===== config.mk =====
export PLATFORM = sky130hd
export DESIGN_NAME = uartTop
export DESIGN_NICKNAME = d
export VERILOG_FILES = /design/src/uartPkg.sv /design/src/baudGen.sv /design/src/uartFifo.sv /design/src/uartPort.sv /design/src/uartRec.sv /design/src/uartTop.sv /design/src/uartTrans.sv
export VERILOG_INCLUDE_DIRS = /design/src
export SDC_FILE = /design/constraint.sdc
export NUM_CORES = 1
export LEC_CHECK = 0
export BUFFER_PORTS_ARGS = -buffer_cell sky130_fd_sc_hd__buf_4
export CORE_MARGIN = 4
export CORE_UTILIZATION = 55
export DETAILED_ROUTE_END_ITERATION = 8
export PLACE_DENSITY = 0.75
export SKIP_LAST_GASP = 1
export SYNTH_ARGS = -nofsm -noshare
export SYNTH_HDL_FRONTEND = slang
export SYNTH_SLANG_ARGS = --single-unit

===== constraint.sdc =====
create_clock -name clk -period 3.7 [get_ports clk]
set_clock_uncertainty 0.15 [all_clocks]
set_input_delay 0.185 -clock clk [delete_from_list [all_inputs] [get_ports clk]]
set_output_delay 0.185 -clock clk [all_outputs]
set_load 0.02 [all_outputs]

===== src/uart_settings.svh =====
//////////////////////////////
// build-time constants of the serial port
// include wherever a width or a count is needed
// the tick divisor sets the baud rate: bit time = 16 * uartTickDiv clocks
//////////////////////////////
`ifndef UART_SETTINGS_SVH
`define UART_SETTINGS_SVH

//////////////////////////////
// frame format
//////////////////////////////
`define uartDataBits    8   // data bits per frame, lsb first
`define uartStopTicks   16  // oversampling ticks in the stop bit (one stop bit)

//////////////////////////////
// buffering
//////////////////////////////
`define uartFifoAddrLen 4   // 2^4 = 16 bytes per fifo

//////////////////////////////
// timebase
//////////////////////////////
// clocks per 16x oversampling tick
// 4 keeps simulation short, one bit = 64 clocks
`define uartTickDiv     4

`endif

===== src/uartPkg.sv =====
//////////////////////////////
// struct types of the serial port
// shared by the rtl and the testbench, import with uartPkg::*
//////////////////////////////
`default_nettype none
`include "uart_settings.svh"

package uartPkg;

	// one data byte as moved on the line and through the fifos
	typedef logic [`uartDataBits-1:0] uartByte_t;

	// processor strobes, one cycle each
	typedef struct packed {
		logic      rd;      // pop one received byte
		logic      wr;      // push wrData toward the line
		logic      stat;    // read status, clear sticky errors
		uartByte_t wrData;
	} uartReq_t;

	// status byte as seen by the processor
	typedef struct packed {
		logic       rxReady;   // receive fifo holds data
		logic       txFull;    // further writes are lost
		logic       txBusy;    // frame on the line or bytes pending
		logic       overrun;   // sticky, byte dropped on full rx fifo
		logic       frameErr;  // sticky, low stop bit seen
		logic [2:0] spare;     // read as zero
	} uartStat_t;

	// read side back to the processor
	typedef struct packed {
		uartByte_t rdData;
		uartStat_t status;
	} uartResp_t;

	// fifo fill state
	typedef struct packed {
		logic empty;
		logic full;
	} fifoFlags_t;

endpackage

`default_nettype wire


===== src/baudGen.sv =====
//////////////////////////////
// 16x oversampling tick for receiver and transmitter
// sTick is high one clock in every uartTickDiv clocks
//////////////////////////////
`timescale 1ns/10ps
`default_nettype none
`include "uart_settings.svh"

module baudGen
(
	input  logic clk,
	input  logic reset,
	output logic sTick
);

	localparam int cntLen = (`uartTickDiv > 1) ? $clog2(`uartTickDiv) : 1;
	localparam logic [cntLen-1:0] reload = cntLen'(`uartTickDiv - 1);

	logic [cntLen-1:0] cntReg;  // counts down to zero

	always_ff @(posedge clk or posedge reset)
	begin
		if (reset)
			cntReg <= reload;           // first tick div clocks after reset
		else if (cntReg == '0)
			cntReg <= reload;           // wrap
		else
			cntReg <= cntReg - 1'b1;
	end

	assign sTick = (cntReg == '0);  // decoded from a register, one clock wide

endmodule

`default_nettype wire


===== src/uartFifo.sv =====
//////////////////////////////
// byte fifo, register array with read and write pointers
// one instance buffers receive, one buffers transmit
//////////////////////////////
`timescale 1ns/10ps
`default_nettype none
`include "uart_settings.svh"

module uartFifo
	import uartPkg::*;
(
	input  logic       clk,
	input  logic       reset,
	input  logic       push,
	input  logic       pop,
	input  uartByte_t  wrData,
	output uartByte_t  rdData,
	output fifoFlags_t flags
);

	localparam int aLen  = `uartFifoAddrLen;
	localparam int depth = 1 << aLen;

	uartByte_t       mem [depth];
	logic [aLen-1:0] wrPtr;
	logic [aLen-1:0] rdPtr;
	logic [aLen:0]   cntReg;     // one bit wider, holds 0..depth
	logic            doPush;
	logic            doPop;

	// full drops the push, empty drops the pop
	assign doPush = push && !flags.full;
	assign doPop  = pop && !flags.empty;

	//////////////////////////////
	// pointers and fill count
	//////////////////////////////
	always_ff @(posedge clk or posedge reset)
	begin
		if (reset)
		begin
			wrPtr  <= '0;
			rdPtr  <= '0;
			cntReg <= '0;
		end
		else
		begin
			if (doPush)
				wrPtr <= wrPtr + 1'b1;   // wraps at depth
			if (doPop)
				rdPtr <= rdPtr + 1'b1;
			case ({doPush, doPop})
				2'b10:   cntReg <= cntReg + 1'b1;
				2'b01:   cntReg <= cntReg - 1'b1;
				default: cntReg <= cntReg;   // none, or both at once
			endcase
		end
	end

	// storage
	always_ff @(posedge clk)
	begin
		if (doPush)
			mem[wrPtr] <= wrData;
	end

	assign rdData      = mem[rdPtr];   // head, first word out
	assign flags.empty = (cntReg == '0);
	assign flags.full  = (cntReg == (aLen + 1)'(depth));

endmodule

`default_nettype wire


===== src/uartPort.sv =====
//////////////////////////////
// processor side of the serial port
// turns rd/wr/stat strobes into fifo pushes and pops,
// starts the transmitter and builds the status byte
//////////////////////////////
`timescale 1ns/10ps
`default_nettype none

module uartPort
	import uartPkg::*;
(
	input  logic       clk,
	input  logic       reset,
	input  uartReq_t   req,
	output uartResp_t  resp,
	input  logic       rxDone,
	input  uartByte_t  rxData,
	input  logic       stopBit,
	input  fifoFlags_t rxFlags,
	input  uartByte_t  rxHead,
	output logic       rxPush,
	output logic       rxPop,
	input  fifoFlags_t txFlags,
	output logic       txPush,
	output logic       txPop,
	input  logic       txBusy,
	output logic       txStart
);

	logic overrunReg;    // sticky
	logic frameErrReg;   // sticky
	logic overrunSet;
	logic frameErrSet;

	//////////////////////////////
	// receive side
	//////////////////////////////
	assign rxPush      = rxDone && !rxFlags.full;
	assign overrunSet  = rxDone && rxFlags.full;   // byte is dropped
	assign frameErrSet = rxDone && !stopBit;       // byte is kept anyway
	assign rxPop       = req.rd && !rxFlags.empty;

	//////////////////////////////
	// transmit side
	//////////////////////////////
	assign txPush  = req.wr && !txFlags.full;   // lost when full, txFull warned
	assign txPop   = !txFlags.empty && !txBusy;
	assign txStart = txPop;   // head byte goes out with the pop

	// sticky errors, a new event beats a clear in the same cycle
	always_ff @(posedge clk or posedge reset)
	begin
		if (reset)
		begin
			overrunReg  <= 1'b0;
			frameErrReg <= 1'b0;
		end
		else
		begin
			overrunReg  <= (overrunReg && !req.stat) || overrunSet;
			frameErrReg <= (frameErrReg && !req.stat) || frameErrSet;
		end
	end

	// read data and status, combinational so a strobe sees them at once
	always_comb
	begin
		// empty fifo: last byte from the receiver rather than stale ram
		resp.rdData          = rxFlags.empty ? rxData : rxHead;
		resp.status.rxReady  = !rxFlags.empty;
		resp.status.txFull   = txFlags.full;
		resp.status.txBusy   = txBusy || !txFlags.empty;   // no gap between queued frames
		resp.status.overrun  = overrunReg;
		resp.status.frameErr = frameErrReg;
		resp.status.spare    = 3'b000;
	end

endmodule

`default_nettype wire


===== src/uartRec.sv =====
//////////////////////////////
// oversampling receiver, one start bit, data lsb first, one stop bit
// rxDone pulses one clock per frame with dOut and stopBit valid
//////////////////////////////
`timescale 1ns/10ps
`default_nettype none
`include "uart_settings.svh"

module uartRec
	import uartPkg::*;
(
	input  logic      clk,
	input  logic      reset,
	input  logic      sTick,
	input  logic      rx,
	output logic      rxDone,
	output uartByte_t dOut,
	output logic      stopBit
);

	localparam logic [1:0] idle = 2'b00, start = 2'b01, data = 2'b10, stop = 2'b11;
	localparam int nLen = $clog2(`uartDataBits);

	logic [1:0]      stateReg;
	logic [3:0]      sReg;       // tick counter within a bit
	logic [nLen-1:0] nReg;       // data bit counter
	uartByte_t       bReg;       // shift register, filled from the top
	logic            rxPrev;     // last rx level, for the falling edge
	logic            doneReg;
	logic            stopReg;
	logic            sampleNow;  // middle of a data bit

	assign sampleNow = (stateReg == data) && sTick && (sReg == 4'd15);

	//////////////////////////////
	// control fsm
	//////////////////////////////
	always_ff @(posedge clk or posedge reset)
	begin
		if (reset)
		begin
			stateReg <= idle;
			sReg     <= '0;
			nReg     <= '0;
			rxPrev   <= 1'b1;   // line idles high
			doneReg  <= 1'b0;
			stopReg  <= 1'b0;
		end
		else
		begin
			rxPrev  <= rx;
			doneReg <= 1'b0;     // single clock pulse
			case (stateReg)
				idle:
					// edge, not level: a low stop bit must not retrigger
					if (rxPrev && !rx)
					begin
						stateReg <= start;
						sReg     <= '0;
					end
				start:
					if (sTick)
					begin
						if (sReg == 4'd7)   // middle of start bit
						begin
							if (rx)
								stateReg <= idle;   // glitch, not a start bit
							else
							begin
								stateReg <= data;
								sReg     <= '0;
								nReg     <= '0;
							end
						end
						else
							sReg <= sReg + 1'b1;
					end
				data:
					if (sTick)
					begin
						if (sReg == 4'd15)
						begin
							sReg <= '0;
							if (nReg == nLen'(`uartDataBits - 1))
								stateReg <= stop;   // last data bit taken
							else
								nReg <= nReg + 1'b1;
						end
						else
							sReg <= sReg + 1'b1;
					end
				stop:
					if (sTick)
					begin
						if (sReg == 4'(`uartStopTicks - 1))   // middle of stop bit
						begin
							stateReg <= idle;
							doneReg  <= 1'b1;
							stopReg  <= rx;   // 0 here means framing error
						end
						else
							sReg <= sReg + 1'b1;
					end
				default:
					stateReg <= idle;
			endcase
		end
	end

	// data shift, lsb arrives first and ends up in bit 0
	always_ff @(posedge clk)
	begin
		if (sampleNow)
			bReg <= {rx, bReg[`uartDataBits-1:1]};
	end

	assign rxDone  = doneReg;
	assign dOut    = bReg;     // stable until the next frame's first data bit
	assign stopBit = stopReg;

endmodule

`default_nettype wire


===== src/uartTop.sv =====
//////////////////////////////
// serial port subsystem top
// tick generator, receive and transmit paths, port controller
//////////////////////////////
`timescale 1ns/10ps
`default_nettype none

module uartTop
	import uartPkg::*;
(
	input  logic      clk,
	input  logic      reset,
	input  logic      rx,
	output logic      tx,
	input  uartReq_t  req,
	output uartResp_t resp
);

	logic       sTick;
	logic       rxDone;
	logic       stopBit;
	uartByte_t  rxByte;    // receiver output
	uartByte_t  rxHead;
	uartByte_t  txHead;
	fifoFlags_t rxFlags;
	fifoFlags_t txFlags;
	logic       rxPush;
	logic       rxPop;
	logic       txPush;
	logic       txPop;
	logic       txBusy;
	logic       txStart;

	// shared timebase
	baudGen baudGenInst (.clk(clk), .reset(reset), .sTick(sTick));

	//////////////////////////////
	// receive path
	//////////////////////////////
	uartRec uartRecInst (
		.clk(clk), .reset(reset), .sTick(sTick), .rx(rx),
		.rxDone(rxDone), .dOut(rxByte), .stopBit(stopBit)
	);

	uartFifo rxFifo (
		.clk(clk), .reset(reset), .push(rxPush), .pop(rxPop),
		.wrData(rxByte), .rdData(rxHead), .flags(rxFlags)
	);

	//////////////////////////////
	// transmit path
	//////////////////////////////
	uartFifo txFifo (
		.clk(clk), .reset(reset), .push(txPush), .pop(txPop),
		.wrData(req.wrData), .rdData(txHead), .flags(txFlags)
	);

	uartTrans uartTransInst (
		.clk(clk), .reset(reset), .sTick(sTick), .txStart(txStart),
		.txData(txHead), .tx(tx), .busy(txBusy)
	);

	// controller joining both paths
	uartPort uartPortInst (
		.clk(clk), .reset(reset), .req(req), .resp(resp),
		.rxDone(rxDone), .rxData(rxByte), .stopBit(stopBit),
		.rxFlags(rxFlags), .rxHead(rxHead), .rxPush(rxPush), .rxPop(rxPop),
		.txFlags(txFlags), .txPush(txPush), .txPop(txPop),
		.txBusy(txBusy), .txStart(txStart)
	);

endmodule

`default_nettype wire


===== src/uartTrans.sv =====
//////////////////////////////
// serial transmitter, start bit, data lsb first, one stop bit
// txStart with txData starts a frame when idle, busy covers the frame
//////////////////////////////
`timescale 1ns/10ps
`default_nettype none
`include "uart_settings.svh"

module uartTrans
	import uartPkg::*;
(
	input  logic      clk,
	input  logic      reset,
	input  logic      sTick,
	input  logic      txStart,
	input  uartByte_t txData,
	output logic      tx,
	output logic      busy
);

	localparam logic [1:0] idle = 2'b00, start = 2'b01, data = 2'b10, stop = 2'b11;
	localparam int nLen = $clog2(`uartDataBits);

	logic [1:0]      stateReg;
	logic [3:0]      sReg;       // ticks within the current bit
	logic [nLen-1:0] nReg;       // data bits sent
	uartByte_t       bReg;       // outgoing byte, shifts right
	logic            txReg;      // registered line level
	logic            bitEnd;     // last tick of a data bit

	assign bitEnd = (stateReg == data) && sTick && (sReg == 4'd15);

	always_ff @(posedge clk or posedge reset)
	begin
		if (reset)
		begin
			stateReg <= idle;
			sReg     <= '0;
			nReg     <= '0;
			txReg    <= 1'b1;   // mark level
		end
		else
		begin
			case (stateReg)
				idle:
					if (txStart)
					begin
						stateReg <= start;
						sReg     <= '0;
						txReg    <= 1'b0;   // start bit
					end
				start:
					if (sTick)
					begin
						if (sReg == 4'd15)
						begin
							stateReg <= data;
							sReg     <= '0;
							nReg     <= '0;
							txReg    <= bReg[0];   // first data bit
						end
						else
							sReg <= sReg + 1'b1;
					end
				data:
					if (sTick)
					begin
						if (sReg == 4'd15)
						begin
							sReg <= '0;
							if (nReg == nLen'(`uartDataBits - 1))
							begin
								stateReg <= stop;
								txReg    <= 1'b1;   // stop bit
							end
							else
							begin
								nReg  <= nReg + 1'b1;
								txReg <= bReg[1];   // next bit, before the shift lands
							end
						end
						else
							sReg <= sReg + 1'b1;
					end
				stop:
					if (sTick)
					begin
						if (sReg == 4'(`uartStopTicks - 1))
							stateReg <= idle;   // frame done
						else
							sReg <= sReg + 1'b1;
					end
				default:
					stateReg <= idle;
			endcase
		end
	end

	// byte latch and shift
	always_ff @(posedge clk)
	begin
		if ((stateReg == idle) && txStart)
			bReg <= txData;
		else if (bitEnd)
			bReg <= bReg >> 1;
	end

	assign tx   = txReg;
	assign busy = (stateReg != idle);   // from the clock after txStart

endmodule

`default_nettype wire


==> metrics.txt, run 1 <==
status=complete, no violations; largest area contributor in the netlist=edfxtp_1; GRT Util Overall=18.57%; hold crit path type=in -> reg; starting density of the core=56.10%; die width=166.0 um; CP cell instances=nor4_2 > a21boi_2 > inv_1 > ha_1 > xor2_1 > ha_1 > or3b_2 > a21oi_1 > o21ai_0 > xnor2_1; Remaining DRCs=0; Top delay family on crit path=simple AND/OR/NAND/NOR gates; Max Slew Vio Count=0; register area=9475 um2; Fmax=310.2 MHz; Via density=6.003; Met2 Routed Length=13.33 mm; fin nets=879; met3 WL=1.237 mm; dpl ws=546.6 ps; Post-synth EDFFs=272; crit start category=flip-flop; post-DP HPWL=15.86 mm; DR vias=7,113; H-tree Lvls=2; # rows=57; DR iter-0 viols=530; Synth top area share=59.52%; pwr/cell area=744.4 nW/um2; worst slew pin tran=1113 ps; Critical path origin=txFifo.cntReg[1]; post-route ant nets=0; Setup CP Type=reg -> reg; die footprint=27,540 um2; Cells after DPL=1,113; simple-gate share of the synthesized area=5.069%; port buffer count=27; first-pass GRT wire length=40.82 mm; CP Depth=10; post-cts resize count=0; commonest cells in the netlist=edfxtp_1, nor2_1, dfrtp_1, mux4_2; # IOs=31; worst-path maximum fanout=9; largest family of logic cells by synthesized area=multiplexers; final setup TNS=0 ps; fin cells=1,185; CORE AREA=24,460 um2; multi-input logic area=3891 um2; Crit path top cell by count=ha_1; 1st-pass router iterations=5; clock root buffer=clkbuf_16; Fillers=1,669; FFs w/ async S/R, synth=16.05%; RSZ-0062 raised after global routing=no; pin count of the biggest net entering global routing=53; Worst-path clk slew=60 ps; maximum vdd ir drop=0.0006453 V; gpl congestion=0.8597; Yosys cell types=59; Sink Count=324; slowest stage delay, CP=490 ps; Synth area leaders=edfxtp_1, dfrtp_1, mux4_2, mux4_1, ha_1; Worst R2R End=txFifo.cntReg[4]; final hold violation count=0; WL/cell=21.62 um; share of cells above drive strength 1=21.60%; Syn Area/Cell=17.35 um2; Worst Setup End Kind=flip-flop; CP Capture Point=txFifo.cntReg[4]; Num CTS Buffers=34; CTS tree=yes; DR top layer=met4; clock buffer depth=3; Crit path buffers/inverters=1; Die Height=166.0 um; Reg2Reg Setup Slack=480 ps; XOR/XNOR Fraction of Synth Area=1.787%; Pleak=5.412 nW; mux cell area share after synthesis=14.39%; Cell Area, Synth=13,720 um2; cells after synthesis=791; clk_lat worst skew=510 ps; #FFs+latches synth=324; Area Growth Syn to Fin=11.95%; antenna cells=0; wl on met1=10.52 mm; total wire length=25.62 mm; Max-Cap Viols=0; reg2reg start=txFifo.cntReg[1]; vias in the first global route=7,293; cell count of the worst reg-to-reg path=10; worst endpoint required time=3930 ps; power consumption=11.44 mW; top-count cell post-synth=edfxtp_1; Layout Utilization=62.81%; Top FF cell, synth=edfxtp_1; crit path max-delay cell type=nor4_2; Worst EP arrival=3460 ps; post-synthesis adder-cell area fraction=2.553%; Yosys warnings=0; total grt overflow=0; antenna violations before repair=0; crit path time final=3224 ps; # setup viols final=0; fin crit share=87.14%; Slew HR=25.66%; sequential area share after synthesis=69.04%; Final WS setup=475.9 ps; Compound-Gate Fraction of Synth Area=4.477%
## state kept, by name (all words and copies together), names as in the netlist, 2 cells and up, named ones only
name / count
txFifo.rdPtr: 4
uartTransInst.stateReg: 2
rxFifo.cntReg: 5
txFifo.mem: 128
uartRecInst.dOut: 8
rxFifo.mem: 128
uartTransInst.sReg: 4
uartRecInst.sReg: 4
uartRecInst.nReg: 3
uartTransInst.bReg: 8
txFifo.wrPtr: 4
rxFifo.wrPtr: 4
txFifo.cntReg: 5
rxFifo.rdPtr: 4
baudGenInst.cntReg: 2
uartTransInst.nReg: 3
## routing by layer
metal  vias to the layer above  global-route usage, %
li1                       3173                      -
met1                      3664                  25.47
met2                       236                  31.68
met3                        40                  2.856
met4                         0                  4.735
met5                         -                      0
## cell type report
| class | count | share of cell area [%] |
|---|---|---|
| inverters | 25 | 0.6108 |
| repair buffers | 56 | 2.932 |
| flip-flops and latches | 324 | 61.67 |
| clock buffers | 41 | 5.774 |
| clock inverters | 19 | 1.042 |
| well taps | 324 | 2.639 |
| multi-input cells | 396 | 25.33 |
## kinds of logic after synthesis
family | after synthesis
buffers and inverters | 73
flip-flops | 324
AND/OR/NAND/NOR | 137
adder cells (fa/ha/maj) | 28
other | 1
XOR/XNOR | 28
multiplexers | 108
AO/OA/AOI/OAI | 92
## metrics by stage
step | hold slack (ps) | instance area (um2)
after global routing | 25.23 | 15360
after global placement | 207.2 | 14200
final | 23.21 | 15360
after floorplan | 39.48 | 13730
after detailed placement | 206.3 | 14200
after CTS | 10.51 | 15360
## power breakdown
group,total (mW),internal [mW],switching [mW],leakage (nW)
clock,3.20,1.86,1.34,0.519
combinational,3.27,1.66,1.61,1.80
sequential,4.97,4.39,0.584,3.09
total,11.4,7.91,3.53,5.41
## how the worst min path moves through the flow
| stage | from | endpoint | slack [ps] | depth (start not counted) |
|---|---|---|---|---|
| after floorplan | rx | uartRecInst.rxPrev | 40 | 0 |
| after global placement | rx | uartRecInst.rxPrev | 210 | 1 |
| after detailed placement | rx | uartRecInst.rxPrev | 210 | 1 |
| after CTS | req[9] | txFifo.wrPtr[0] | 10 | 3 |
| after global routing | req[9] | txFifo.wrPtr[0] | 30 | 3 |
| final | req[9] | txFifo.wrPtr[0] | 20 | 3 |
## what timing repair did
action | in CTS | in global routing
hold buffers | 12 | 0
hold endpoints to repair | 188 | 0
setup buffers | 0 | 0
## layout by cell type (no fill, tap or decap), types with 12 or more instances in the layout
cell           netlist  routed
nand2_1             25      25
xor2_1              13      13
nor2_1              49      49
dfrtp_1             48      47
ha_1                28      28
mux2_2              26      26
xnor2_1             15      15
o21ai_0             18      18
a21oi_1             28      28
dlygate4sd3_1        0      12
o22ai_1             17      17
mux2i_1             18      18
mux4_1              16      16
edfxtp_1           272     272
mux4_2              48      48
inv_1               25      24
clkbuf_16            0      34
buf_4                7      44
## worst reg2reg max path, delay by kind of cell, from the launching register on
kind	cells	cell delay, ps
AO/OA/AOI/OAI	3	500
adder cells (fa/ha/maj)	2	640
buffers and inverters	1	120
XOR/XNOR	2	270
flip-flops	1	470
AND/OR/NAND/NOR	2	950
Note: power is estimated with default switching activity, not from simulation.
==> run 2, diff against run 1 <==
- MAX_ROUTING_LAYER: not set -> met4
==> run 2 against run 1 <==
Compared with the run above: non-clock buffer count is the same; sequential power is essentially flat; register-to-register slack is essentially flat; clock-buffer cell count is the same; first-iteration DRC count grew 5.5%; maximum frequency shrank 0.23%; total power is essentially flat; global-route usage grew 0.57 points; worst setup slack lost 7.4 ps; clock power is essentially flat.
==> metrics.txt, run 2 (synthesis gave the netlist of run 1 again) <==
pwr/cell area=743.8 nW/um2 (about the same); WHS=23.64 ps (+0.4254 ps); die width=166.0 um (unchanged); power consumption=11.43 mW (about the same); CTS tree=yes; Worst EP arrival=3460 ps (about the same); DR vias=7,076 (-0.52%); Die Height=166.0 um (unchanged); maximum vdd ir drop=0.0006415 V (-0.58%); Clock power frac=28.0% (about the same); port buffer count=27 (unchanged); worst-path maximum fanout=9 (unchanged); share of cells above drive strength 1=21.60% (unchanged); Area Growth Syn to Fin=11.95% (unchanged); post-route ant nets=0 (unchanged); min-delay src=req[9]; post-cts resize count=0 (unchanged); Crit path top cell by count=ha_1; Sw Ratio=30.78% (-0.056 points); fin nets=879 (unchanged); worst endpoint required time=3930 ps (about the same); Largest regs=rxFifo.mem: 128 flops, txFifo.mem: 128 flops; pin count of the biggest net entering global routing=53 (unchanged); dpl ws=546.6 ps (unchanged); GRT Util Overall=19.13% (+0.57 points); gpl congestion=0.8749 (+1.8%); die footprint=27,540 um2 (unchanged); first-pass GRT wire length=40.76 mm (-0.15%); post-DP HPWL=15.86 mm (unchanged); Int Pwr=7.910 mW (about the same); Worst Setup End Kind=flip-flop; Pleak=5.412 nW (unchanged); # setup viols final=0 (unchanged); combinational share of power=28.5% (about the same); share of power burned in registers=43.5% (about the same); clock root buffer=clkbuf_16; antenna violations before repair=0 (unchanged); starting density of the core=56.10% (unchanged); final setup TNS=0 ps (unchanged); # rows=57 (unchanged); Top delay family on crit path=simple AND/OR/NAND/NOR gates; fin cells=1,185 (unchanged); # IOs=31 (unchanged); Fillers=1,669 (unchanged); clock buffer depth=3 (unchanged); Crit path buffers/inverters=1 (unchanged); total grt overflow=0 (unchanged); vias in the first global route=7,287 (-0.082%); total wire length=25.51 mm (-0.41%); worst slew pin tran=1107 ps (-6.527 ps); Worst-path clk slew=60 ps (about the same); crit start category=flip-flop; commonest non-fill, non-tap cells in the layout=edfxtp_1, nor2_1, mux4_2; CP cell instances=nor4_2 > a21boi_2 > inv_1 > ha_1 > xor2_1 > ha_1 > or3b_2 > a21oi_1 > o21ai_0 > xnor2_1; crit path max-delay cell type=nor4_2; Max Slew Vio Count=0 (unchanged); Setup CP Type=reg -> reg; multi-input logic area=3891 um2 (unchanged); Max-Cap Viols=0 (unchanged); Fmax=309.5 MHz (-0.23%); register area=9475 um2 (unchanged); CORE AREA=24,460 um2 (unchanged); Sink Count=324 (unchanged); 1st-pass router iterations=5 (unchanged); status=complete, no violations; crit path time final=3231 ps (+7.357 ps); Cells after DPL=1,113 (unchanged); commonest non-fill, non-tap cell in the layout=edfxtp_1; DR iter-0 viols=559 (+5.5%); slowest stage delay, CP=490 ps (about the same); Worst R2R End=txFifo.cntReg[4]; Remaining DRCs=0 (unchanged); clk_lat worst skew=510 ps (about the same); Slew HR=26.10% (+0.44 points); WHS Path Cells=3 (unchanged); antenna cells=0 (unchanged); WL/cell=21.53 um (-0.41%); Final WS setup=468.6 ps (-7.357 ps); RSZ-0062 raised after global routing=no; # hold bufs at CTS=12 (unchanged); end of the worst hold path=txFifo.wrPtr[0]; hold crit path type=in -> reg; NetSw=3.517 mW (-0.27%); reg2reg start=txFifo.cntReg[1]; final hold violation count=0 (unchanged); Reg2Reg Setup Slack=470 ps (about the same); fin crit share=87.34% (+0.20 points); cell count of the worst reg-to-reg path=10 (unchanged); H-tree Lvls=2 (unchanged); Num CTS Buffers=34 (unchanged); Setup Buffers After CTS=0 (unchanged); Via density=5.971 (-0.52%)
run 2: cell counts in the layout (fill, tap and decap cells not counted):
Identical to the previous run, type by type.
run 2: how the worst max path moves through the flow:
| stage | start | endpoint | slack [ps] | cells past startpoint |
|---|---|---|---|---|
| 2_1_floorplan | uartTransInst.stateReg[0] | txFifo.cntReg[4] | 520 | 12 |
| 3_3_place_gp | txFifo.cntReg[1] | txFifo.cntReg[4] | 770 | 10 |
| 3_5_place_dp | txFifo.cntReg[1] | txFifo.cntReg[4] | 550 | 10 |
| 4_1_cts | txFifo.cntReg[1] | txFifo.cntReg[4] | 510 | 10 |
| 5_1_grt | txFifo.cntReg[1] | txFifo.cntReg[4] | 280 | 10 |
| 6_report | txFifo.cntReg[1] | txFifo.cntReg[4] | 470 | 10 |
run 2: metrics by stage:
stage	utilization, %	instance area (um2)
detailed placement	58.03	14200
global placement	58.03	14200
finish	62.81	15360
CTS	62.81	15360
global route	62.81	15360
floorplan	-	13730
run 2: power groups by stage:
| stage | clock (mW) | sequential, mW | combinational, mW |
|---|---|---|---|
| 2_1_floorplan | 0 | 4.62 | 2.84 |
| 3_3_place_gp | 0 | 4.99 | 3.12 |
| 5_1_grt | 3.46 | 5.04 | 3.53 |
| 3_5_place_dp | 0 | 5.04 | 3.26 |
| 6_report | 3.20 | 4.97 | 3.26 |
| 4_1_cts | 3.26 | 4.97 | 3.28 |
run 2: per-layer routing:
| metal | global-route usage [%] | up-vias | part of all wire, % |
|---|---|---|---|
| li1 | - | 3179 | - |
| met4 | 4.735 | 0 | 1.8 |
| met1 | 25.40 | 3652 | 41 |
| met5 | - | - | 0 |
| met2 | 31.69 | 211 | 52 |
| met3 | 2.904 | 34 | 4.7 |
run 2: cell type report:
type | count | area share (%)
timing repair buffer | 56 | 2.932
inverter | 25 | 0.6108
clock buffer | 41 | 5.774
multi-input combinational | 396 | 25.33
sequential | 324 | 61.67
tap | 324 | 2.639
clock inverter | 19 | 1.042
run 2: worst min-delay path, stage by stage:
cell	delay, ps
buf_4	110
a21boi_2	200
xnor2_1	140
